`src/zynq_bridge_cfg.svh`:
```
`ifndef ZYNQ_BRIDGE_CFG_SVH
`define ZYNQ_BRIDGE_CFG_SVH

// control bus address width
`define ZB_AXIL_ADDR_W 8
// bus data width, also the DRAM address width
`define ZB_DATA_W 32

// where the core sees the start of its DRAM
`define ZB_DRAM_BP_BASE 32'h8000_0000
// the host only hands out 256 MB to the core
`define ZB_MEM_LIMIT 32'h1000_0000

// region field of a DRAM address, bits 29 down to 23
`define ZB_REGION_MSB 29
`define ZB_REGION_W 7
`define ZB_NUM_REGIONS 128

`endif

```
`src/axil_pkg.sv`:
```
`include "zynq_bridge_cfg.svh"

package axil_pkg;

   // only the two codes this slave ever returns
   typedef enum logic [1:0] {
      AXIL_RESP_OKAY   = 2'b00,
      AXIL_RESP_SLVERR = 2'b10
   } axil_resp_e;

   typedef logic [`ZB_AXIL_ADDR_W-1:0] axil_addr_t;
   typedef logic [`ZB_DATA_W-1:0]      axil_data_t;

endpackage

```
`src/bridge_pkg.sv`:
```
`include "zynq_bridge_cfg.svh"

package bridge_pkg;

   // byte offsets of the control registers
   typedef enum logic [`ZB_AXIL_ADDR_W-1:0] {
      CSR_CTRL      = 8'h00,
      CSR_DRAM_BASE = 8'h08,
      CSR_PROF0     = 8'h10,
      CSR_PROF1     = 8'h14,
      CSR_PROF2     = 8'h18,
      CSR_PROF3     = 8'h1C,
      CSR_OVER_CNT  = 8'h20
   } csr_reg_e;

   typedef logic [`ZB_DATA_W-1:0] dram_addr_t;

   // one region is 8 MB of DRAM
   typedef logic [`ZB_REGION_W-1:0] region_t;

   // one sticky bit per region
   typedef logic [`ZB_NUM_REGIONS-1:0] prof_map_t;

endpackage

```
`src/axil_if.sv`:
```
`timescale 1ns/1ps
`include "zynq_bridge_cfg.svh"

interface axil_if ();
   import axil_pkg::*;

   axil_addr_t              awaddr;
   logic                    awvalid;
   logic                    awready;
   axil_data_t              wdata;
   logic [`ZB_DATA_W/8-1:0] wstrb;
   logic                    wvalid;
   logic                    wready;
   axil_resp_e              bresp;
   logic                    bvalid;
   logic                    bready;
   axil_addr_t              araddr;
   logic                    arvalid;
   logic                    arready;
   axil_data_t              rdata;
   axil_resp_e              rresp;
   logic                    rvalid;
   logic                    rready;

   modport master (
      output awaddr, awvalid, wdata, wstrb, wvalid, bready, araddr, arvalid, rready,
      input  awready, wready, bresp, bvalid, arready, rdata, rresp, rvalid
   );

   modport slave (
      input  awaddr, awvalid, wdata, wstrb, wvalid, bready, araddr, arvalid, rready,
      output awready, wready, bresp, bvalid, arready, rdata, rresp, rvalid
   );

endinterface

```
`src/axil_csr_shell.sv`:
```
`timescale 1ns/1ps
`include "zynq_bridge_cfg.svh"

module axil_csr_shell (
   input  logic                   aclk_i,
   input  logic                   arst_n_i,
   axil_if.slave                  bus,
   input  bridge_pkg::prof_map_t  prof_map_i,
   input  logic [`ZB_DATA_W-1:0]  over_cnt_i,
   output bridge_pkg::dram_addr_t dram_base_o,
   output logic                   core_reset_o
);
   import axil_pkg::*;
   import bridge_pkg::*;

   // first offset past the register map, from here on the slave answers SLVERR
   localparam axil_addr_t csr_end_lp = axil_addr_t'(CSR_OVER_CNT) + axil_addr_t'(4);

   logic       ctrl_q;
   dram_addr_t base_q;
   logic       bvalid_q;
   axil_resp_e bresp_q;
   logic       rvalid_q;
   axil_data_t rdata_q;
   axil_resp_e rresp_q;
   axil_data_t rdata_d;
   logic       wr_hs;
   logic       rd_hs;

   // AW and W are taken in the same cycle, one write in flight at most
   assign wr_hs = bus.awvalid & bus.wvalid & ~bvalid_q;
   assign rd_hs = bus.arvalid & ~rvalid_q;

   always_ff @(posedge aclk_i or negedge arst_n_i) begin
      if (!arst_n_i) begin
         ctrl_q   <= 1'b0;
         base_q   <= '0;
         bvalid_q <= 1'b0;
         rvalid_q <= 1'b0;
      end else begin
         if (wr_hs) begin
            bvalid_q <= 1'b1;
            // writes to the status words fall through to default and are dropped
            case (bus.awaddr)
               CSR_CTRL: begin
                  if (bus.wstrb[0]) begin
                     ctrl_q <= bus.wdata[0];
                  end
               end
               CSR_DRAM_BASE: begin
                  for (int b = 0; b < `ZB_DATA_W/8; b++) begin
                     if (bus.wstrb[b]) begin
                        base_q[8*b +: 8] <= bus.wdata[8*b +: 8];
                     end
                  end
               end
               default: begin
               end
            endcase
         end else if (bus.bready) begin
            bvalid_q <= 1'b0;
         end

         if (rd_hs) begin
            rvalid_q <= 1'b1;
         end else if (bus.rready) begin
            rvalid_q <= 1'b0;
         end
      end
   end

   always_ff @(posedge aclk_i) begin
      if (wr_hs) begin
         bresp_q <= (bus.awaddr < csr_end_lp) ? AXIL_RESP_OKAY : AXIL_RESP_SLVERR;
      end
      if (rd_hs) begin
         rdata_q <= rdata_d;
         rresp_q <= (bus.araddr < csr_end_lp) ? AXIL_RESP_OKAY : AXIL_RESP_SLVERR;
      end
   end

   // holes in the map and out of range offsets read as zero
   always_comb begin
      case (bus.araddr)
         CSR_CTRL:      rdata_d = axil_data_t'(ctrl_q);
         CSR_DRAM_BASE: rdata_d = base_q;
         CSR_PROF0:     rdata_d = prof_map_i[31:0];
         CSR_PROF1:     rdata_d = prof_map_i[63:32];
         CSR_PROF2:     rdata_d = prof_map_i[95:64];
         CSR_PROF3:     rdata_d = prof_map_i[127:96];
         CSR_OVER_CNT:  rdata_d = over_cnt_i;
         default:       rdata_d = '0;
      endcase
   end

   assign bus.awready = wr_hs;
   assign bus.wready  = wr_hs;
   assign bus.bvalid  = bvalid_q;
   assign bus.bresp   = bresp_q;
   assign bus.arready = ~rvalid_q;
   assign bus.rvalid  = rvalid_q;
   assign bus.rdata   = rdata_q;
   assign bus.rresp   = rresp_q;

   assign dram_base_o = base_q;

   // the core stays in reset until the host sets CTRL bit 0
   // and the async clear of ctrl_q puts it back there on a bus reset
   assign core_reset_o = ~ctrl_q;

   a_bvalid_hold: assert property (@(posedge aclk_i) disable iff (!arst_n_i)
      bvalid_q && !bus.bready |=> bvalid_q);

endmodule

```
`src/dram_addr_chan.sv`:
```
`timescale 1ns/1ps
`include "zynq_bridge_cfg.svh"

module dram_addr_chan (
   input  logic                   aclk_i,
   input  logic                   arst_n_i,
   input  logic                   core_reset_i,
   input  bridge_pkg::dram_addr_t dram_base_i,
   input  bridge_pkg::dram_addr_t addr_i,
   input  logic                   valid_i,
   output logic                   ready_o,
   output bridge_pkg::dram_addr_t addr_o,
   output logic                   valid_o,
   input  logic                   ready_i,
   output logic                   evt_v_o,
   output bridge_pkg::region_t    evt_region_o,
   output logic                   evt_over_o
);
   import bridge_pkg::*;

   dram_addr_t offset;
   dram_addr_t host_addr;
   dram_addr_t addr_q;
   logic       valid_q;
   logic       in_hs;

   // xor strips the core DRAM base, then the host buffer base is added on
   assign offset    = addr_i ^ `ZB_DRAM_BP_BASE;
   assign host_addr = offset + dram_base_i;

   // a full slice still takes a new address when its own entry leaves this cycle
   assign ready_o = ~valid_q | ready_i;
   assign in_hs   = valid_i & ready_o;

   always_ff @(posedge aclk_i or negedge arst_n_i) begin
      if (!arst_n_i) begin
         valid_q <= 1'b0;
      end else if (core_reset_i) begin
         valid_q <= 1'b0;
      end else if (in_hs) begin
         valid_q <= 1'b1;
      end else if (ready_i) begin
         valid_q <= 1'b0;
      end
   end

   always_ff @(posedge aclk_i) begin
      if (in_hs) begin
         addr_q <= host_addr;
      end
   end

   assign addr_o  = addr_q;
   assign valid_o = valid_q;

   // profiler events go out with the input handshake, not the output one
   assign evt_v_o      = in_hs;
   assign evt_region_o = host_addr[`ZB_REGION_MSB -: `ZB_REGION_W];
   assign evt_over_o   = offset >= `ZB_MEM_LIMIT;

   a_addr_stable: assert property (@(posedge aclk_i) disable iff (!arst_n_i)
      valid_o && !ready_i |=> $stable(addr_o));

endmodule

```
`src/mem_profiler.sv`:
```
`timescale 1ns/1ps
`include "zynq_bridge_cfg.svh"

module mem_profiler (
   input  logic                  aclk_i,
   input  logic                  arst_n_i,
   input  logic                  core_reset_i,
   input  logic                  wr_evt_v_i,
   input  bridge_pkg::region_t   wr_evt_region_i,
   input  logic                  wr_evt_over_i,
   input  logic                  rd_evt_v_i,
   input  bridge_pkg::region_t   rd_evt_region_i,
   input  logic                  rd_evt_over_i,
   output bridge_pkg::prof_map_t prof_map_o,
   output logic [`ZB_DATA_W-1:0] over_cnt_o
);
   import bridge_pkg::*;

   prof_map_t             map_q;
   prof_map_t             wr_mask;
   prof_map_t             rd_mask;
   logic [`ZB_DATA_W-1:0] cnt_q;
   logic [1:0]            cnt_inc;
   logic [`ZB_DATA_W:0]   cnt_sum;

   assign wr_mask = prof_map_t'(wr_evt_v_i) << wr_evt_region_i;
   assign rd_mask = prof_map_t'(rd_evt_v_i) << rd_evt_region_i;

   // both channels can go over the limit in the same cycle
   assign cnt_inc = {1'b0, wr_evt_v_i & wr_evt_over_i} + {1'b0, rd_evt_v_i & rd_evt_over_i};
   assign cnt_sum = {1'b0, cnt_q} + {{(`ZB_DATA_W-1){1'b0}}, cnt_inc};

   always_ff @(posedge aclk_i or negedge arst_n_i) begin
      if (!arst_n_i) begin
         map_q <= '0;
         cnt_q <= '0;
      end else if (core_reset_i) begin
         map_q <= '0;
         cnt_q <= '0;
      end else begin
         map_q <= map_q | wr_mask | rd_mask;
         // the count sticks at all ones rather than wrap
         if (cnt_sum[`ZB_DATA_W]) begin
            cnt_q <= '1;
         end else begin
            cnt_q <= cnt_sum[`ZB_DATA_W-1:0];
         end
      end
   end

   assign prof_map_o = map_q;
   assign over_cnt_o = cnt_q;

endmodule

```
`src/zynq_bridge_top.sv`:
```
`timescale 1ns/1ps
`include "zynq_bridge_cfg.svh"

module zynq_bridge_top (
   input  logic                    aclk_i,
   input  logic                    arst_n_i,
   input  axil_pkg::axil_addr_t    s_axil_awaddr_i,
   input  logic                    s_axil_awvalid_i,
   output logic                    s_axil_awready_o,
   input  axil_pkg::axil_data_t    s_axil_wdata_i,
   input  logic [`ZB_DATA_W/8-1:0] s_axil_wstrb_i,
   input  logic                    s_axil_wvalid_i,
   output logic                    s_axil_wready_o,
   output axil_pkg::axil_resp_e    s_axil_bresp_o,
   output logic                    s_axil_bvalid_o,
   input  logic                    s_axil_bready_i,
   input  axil_pkg::axil_addr_t    s_axil_araddr_i,
   input  logic                    s_axil_arvalid_i,
   output logic                    s_axil_arready_o,
   output axil_pkg::axil_data_t    s_axil_rdata_o,
   output axil_pkg::axil_resp_e    s_axil_rresp_o,
   output logic                    s_axil_rvalid_o,
   input  logic                    s_axil_rready_i,
   input  bridge_pkg::dram_addr_t  core_aw_addr_i,
   input  logic                    core_aw_valid_i,
   output logic                    core_aw_ready_o,
   input  bridge_pkg::dram_addr_t  core_ar_addr_i,
   input  logic                    core_ar_valid_i,
   output logic                    core_ar_ready_o,
   output bridge_pkg::dram_addr_t  m_aw_addr_o,
   output logic                    m_aw_valid_o,
   input  logic                    m_aw_ready_i,
   output bridge_pkg::dram_addr_t  m_ar_addr_o,
   output logic                    m_ar_valid_o,
   input  logic                    m_ar_ready_i,
   output logic                    core_reset_o
);
   import bridge_pkg::*;

   axil_if axil_bus ();

   dram_addr_t            dram_base;
   logic                  core_reset;
   logic                  wr_evt_v;
   region_t               wr_evt_region;
   logic                  wr_evt_over;
   logic                  rd_evt_v;
   region_t               rd_evt_region;
   logic                  rd_evt_over;
   prof_map_t             prof_map;
   logic [`ZB_DATA_W-1:0] over_cnt;

   // host control port onto the internal bus
   assign axil_bus.awaddr  = s_axil_awaddr_i;
   assign axil_bus.awvalid = s_axil_awvalid_i;
   assign axil_bus.wdata   = s_axil_wdata_i;
   assign axil_bus.wstrb   = s_axil_wstrb_i;
   assign axil_bus.wvalid  = s_axil_wvalid_i;
   assign axil_bus.bready  = s_axil_bready_i;
   assign axil_bus.araddr  = s_axil_araddr_i;
   assign axil_bus.arvalid = s_axil_arvalid_i;
   assign axil_bus.rready  = s_axil_rready_i;
   assign s_axil_awready_o = axil_bus.awready;
   assign s_axil_wready_o  = axil_bus.wready;
   assign s_axil_bresp_o   = axil_bus.bresp;
   assign s_axil_bvalid_o  = axil_bus.bvalid;
   assign s_axil_arready_o = axil_bus.arready;
   assign s_axil_rdata_o   = axil_bus.rdata;
   assign s_axil_rresp_o   = axil_bus.rresp;
   assign s_axil_rvalid_o  = axil_bus.rvalid;

   assign core_reset_o = core_reset;

   axil_csr_shell u_shell (
      .aclk_i(aclk_i), .arst_n_i(arst_n_i), .bus(axil_bus.slave),
      .prof_map_i(prof_map), .over_cnt_i(over_cnt),
      .dram_base_o(dram_base), .core_reset_o(core_reset)
   );

   dram_addr_chan u_wr_chan (
      .aclk_i(aclk_i), .arst_n_i(arst_n_i), .core_reset_i(core_reset),
      .dram_base_i(dram_base),
      .addr_i(core_aw_addr_i), .valid_i(core_aw_valid_i), .ready_o(core_aw_ready_o),
      .addr_o(m_aw_addr_o), .valid_o(m_aw_valid_o), .ready_i(m_aw_ready_i),
      .evt_v_o(wr_evt_v), .evt_region_o(wr_evt_region), .evt_over_o(wr_evt_over)
   );

   dram_addr_chan u_rd_chan (
      .aclk_i(aclk_i), .arst_n_i(arst_n_i), .core_reset_i(core_reset),
      .dram_base_i(dram_base),
      .addr_i(core_ar_addr_i), .valid_i(core_ar_valid_i), .ready_o(core_ar_ready_o),
      .addr_o(m_ar_addr_o), .valid_o(m_ar_valid_o), .ready_i(m_ar_ready_i),
      .evt_v_o(rd_evt_v), .evt_region_o(rd_evt_region), .evt_over_o(rd_evt_over)
   );

   mem_profiler u_profiler (
      .aclk_i(aclk_i), .arst_n_i(arst_n_i), .core_reset_i(core_reset),
      .wr_evt_v_i(wr_evt_v), .wr_evt_region_i(wr_evt_region), .wr_evt_over_i(wr_evt_over),
      .rd_evt_v_i(rd_evt_v), .rd_evt_region_i(rd_evt_region), .rd_evt_over_i(rd_evt_over),
      .prof_map_o(prof_map), .over_cnt_o(over_cnt)
   );

endmodule

```
`config.mk`:
```
export PLATFORM = sky130hd
export DESIGN_NAME = zynq_bridge_top
export DESIGN_NICKNAME = d
export VERILOG_FILES = /design/src/axil_pkg.sv /design/src/bridge_pkg.sv /design/src/axil_if.sv /design/src/axil_csr_shell.sv /design/src/dram_addr_chan.sv /design/src/mem_profiler.sv /design/src/zynq_bridge_top.sv
export VERILOG_INCLUDE_DIRS = /design/src /design/src/src
export SDC_FILE = /design/constraint.sdc
export NUM_CORES = 1
export LEC_CHECK = 0
export BUFFER_PORTS_ARGS = -buffer_cell sky130_fd_sc_hd__buf_2
export CAP_MARGIN = 40
export CORE_MARGIN = 2
export CORE_UTILIZATION = 30
export DETAILED_ROUTE_END_ITERATION = 10
export GPL_TIMING_DRIVEN = 1
export PLACE_DENSITY_LB_ADDON = 0.3
export SYNTH_ARGS = -nofsm -noshare
export SYNTH_HDL_FRONTEND = slang
export SYNTH_SLANG_ARGS = --single-unit
export TNS_END_PERCENT = 5
```
`constraint.sdc`:
```
create_clock -name aclk_i -period 7.15 [get_ports aclk_i]
set_input_delay 1.43 -clock aclk_i [delete_from_list [all_inputs] [get_ports aclk_i]]
set_output_delay 1.43 -clock aclk_i [all_outputs]
set_load 0.02 [all_outputs]
```
==> results_dict.tcl <==
set metrics [dict create \
    place_ws_ns 1.906 \
    multi_input_area_sq_um 7721 \
    layout_commonest_cell "buf_2" \
    critical_path_class "primary input to flip-flop" \
    cpMostUsedCell "nand2_1" \
    final-setup-viol-count 0 \
    dpl.hpwl_um 40430 \
    clock-skew-final_ns 0.02168 \
    end_kind "flip-flop" \
    worstPathCellList "buf_2, nand2b_1, nand2_1, nor2_1, fa_1, ha_1, and3_1, nand2_1, or3_1, nor3_1, and2_1, nand2_1, buf_8, o21a_1, nor2_1" \
    synth-simple-area-share_pct 13.70 \
    path_delay_family "simple AND/OR/NAND/NOR gates" \
    synth_compound_area_share_pct 19.49 \
    antenna_found_initial 3 \
    min_from "u_profiler.prof_map_o[68]" \
    yosysTopAreaCell "dfrtp_1" \
    ir_drop_mv 0.1356 \
    cp.buffers_inverters 2 \
    gp_congestion 0.8838 \
    required_ns 7.60 \
    area_delta_synth_final_pct 19.91 \
    synth-edff-count 98 \
    leakagePower_nw 8.321 \
    initial_core_util_pct 30.38 \
    cts_max_level 2 \
    synth_top_area_share_pct 30.82 \
    hp-class "flip-flop to flip-flop" \
    synth_seq_cells 295 \
    dieArea_sq_um 55190 \
    io_pins 237 \
    final_cell_mix "buf_2 (234), nand2_1 (224), dfrtp_1 (196)" \
    seq_area_sq_um 7876 \
    cpMaxStageDelayCell "nor2_1" \
    synth_cell_type_count 78 \
    finalHoldViolCount 0 \
    syn_inst 1504 \
    grt_pass1_vias 13390 \
    fp.coreArea_sq_um 52660 \
    die_y_um 234.9 \
    drive_gt1_share_pct 23.07 \
    fin_crit_sh_pct 68.53 \
    fin_tns_setup_ns 0 \
    synth_async_sr_flop_share_pct 66.78 \
    muxShareOfSynthArea_pct 4.552 \
    grt_pass1_wl_um 84080 \
    finalPower_mw 3.983 \
    holdPathStages 2 \
    cp-startpoint "m_ar_ready_i" \
    synthXorXnorAreaFrac_pct 4.990 \
    fin_ws_ns 2.250 \
    outcome "completed" \
    synth_top_family_by_area "compound AO/OA/AOI/OAI gates" \
    finalCriticalPeriod_ns 4.900 \
    yosysWarnings 0 \
    grt_overflow 0 \
    final_max_slew_viol_count 0 \
    ant_nets 0 \
    drt_iter0_drc 1412 \
    firstDrtPassIters 9 \
    num_vias 13640 \
    min_to "u_profiler.prof_map_o[68]" \
    drt_wl_total_um 56090 \
    grt_max_degree 101 \
    path_clk_slew_ns 0.06 \
    fillCellCount 5265 \
    cts_hold_buffers 0 \
    r2r_end "u_profiler.over_cnt_o[3]" \
    cts_resized 0 \
    drv_cap 0 \
    cts_tree "built" \
    via_per_inst 5.584 \
    crit_path_max_incr_delay_ns 0.55 \
    rows 84 \
    pwr_density_cell_nw_per_um2 207.7 \
    slew_headroom_pct 39.01 \
    post_cts_buffers 0 \
    finalNetCount 1919 \
    reg2reg_slack_ns 2.87 \
    synthTopCellsByArea "dfrtp_1 (31%), edfxtp_1 (18%), o221ai_1 (7.2%)" \
    io_buffers 234 \
    ys_seq_area_share_pct 49.21 \
    die_x_um 234.9 \
    cts.sinks 295 \
    wire_per_inst_um 22.97 \
    avgSynthCellArea_sq_um 10.64 \
    worstPathMaxFanout 20 \
    ff2ff_path_depth 14 \
    worstReg2RegStart "u_rd_chan.valid_o" \
    clockBufferDepth 3 \
    max_freq_mhz 204.1 \
    cp_data_arrival_time_ns 5.35 \
    tightestPinTransition_ns 0.9149 \
    route.detailed.drc 0 \
    cts_buffers 34 \
    ctsRootBufferMaster "clkbuf_16" \
    critPathLaunchType "primary input" \
    rsz0062_at_grt "no" \
    grt.total_usage_pct 19.70 \
    synthAdderAreaFrac_pct 5.303 \
    clkLatencyLatePin_ns 0.53 \
    ys.flop_type "dfrtp_1" \
    mappedNetlistArea_sq_um 16000 \
]
-- final cells by class --
cell class | instances | area share (%)
timing repair buffer | 258 | 7.482
sequential | 295 | 41.06
tap | 688 | 4.488
antenna | 3 | 0.03914
inverter | 32 | 0.6262
multi-input combinational | 1105 | 40.25
clock inverter | 14 | 0.9263
clock buffer | 47 | 5.121
-- Yosys cell counts, types with 33 or more instances --
cell type	count
a21oi_1	126
clkbuf_1	51
dfrtp_1	197
edfxtp_1	98
ha_1	63
mux2_2	34
mux2i_1	33
nand2_1	224
nand3_1	43
nor2_1	74
o221ai_1	131
xnor2_1	44
xor2_1	39
-- per-stage QoR --
stage	hold slack, ns	util (%)	std cells	cell area, sq um
after CTS	0.4880	36.40	2438	19170
final	0.4853	36.43	2442	19180
after global placement	0.4674	33.95	2370	17880
after floorplan	0.4552	-	1505	16000
after detailed placement	0.4719	34.20	2377	18010
after global routing	0.5030	36.43	2442	19180
-- tightest hold or removal path, cell delays in order (launching register included) --
cell	delay, ns
dfrtp_1	0.34
nand2_1	0.05
o221ai_1	0.06
-- logic make-up (layout without fill, tap and decap cells) --
kind of cell             count (synthesis)  in the layout
flip-flops                             295            295
AND/OR/NAND/NOR                        461            461
AO/OA/AOI/OAI                          422            422
other                                    1              5
adder cells (fa/ha/maj)                 66             66
multiplexers                            68             68
XOR/XNOR                                86             86
buffers and inverters                  105            351
-- power by group --
part	total, mW	leakage (nW)	switching (mW)	internal [mW]
combinational	0.345	4.05	0.235	0.110
sequential	1.81	3.70	0.0185	1.79
clock	1.83	0.571	0.723	1.11
-- registers in the layout, indices dropped and copies added, names as in the netlist --
register,flops
u_rd_chan.addr_o,32
u_rd_chan.valid_o,1
u_wr_chan.valid_o,1
u_wr_chan.addr_o,32
u_shell.bus.rresp,1
u_shell.bus.bvalid,1
u_shell.ctrl_q,1
u_shell.dram_base_o,32
u_profiler.over_cnt_o,32
u_shell.bus.rdata,32
u_shell.bus.rvalid,1
u_profiler.prof_map_o,128
u_shell.bus.bresp,1
-- worst max-delay path by stage --
stage / end / slack [ns] / depth (start not counted)
after floorplan: u_profiler.over_cnt_o[21] / 2.79 / 14
after global placement: u_profiler.over_cnt_o[3] / 1.61 / 14
after detailed placement: u_profiler.prof_map_o[125] / 1.91 / 12
after CTS: u_profiler.over_cnt_o[3] / 2.43 / 15
after global routing: u_profiler.over_cnt_o[3] / 2.02 / 15
final: u_profiler.over_cnt_o[3] / 2.25 / 15
-- layer usage --
| layer | track usage [%] | routed length, um | vias up | share of wire, % |
|---|---|---|---|---|
| met5 | 0 | 0 | - | 0 |
| met4 | 6.118 | 1507 | 0 | 2.7 |
| met3 | 3.266 | 3736 | 80 | 6.7 |
| met2 | 31.12 | 25970 | 551 | 46 |
| met1 | 27.56 | 24870 | 6831 | 44 |
| li1 | - | - | 6175 | - |
Power figures use the tool's default switching activity.
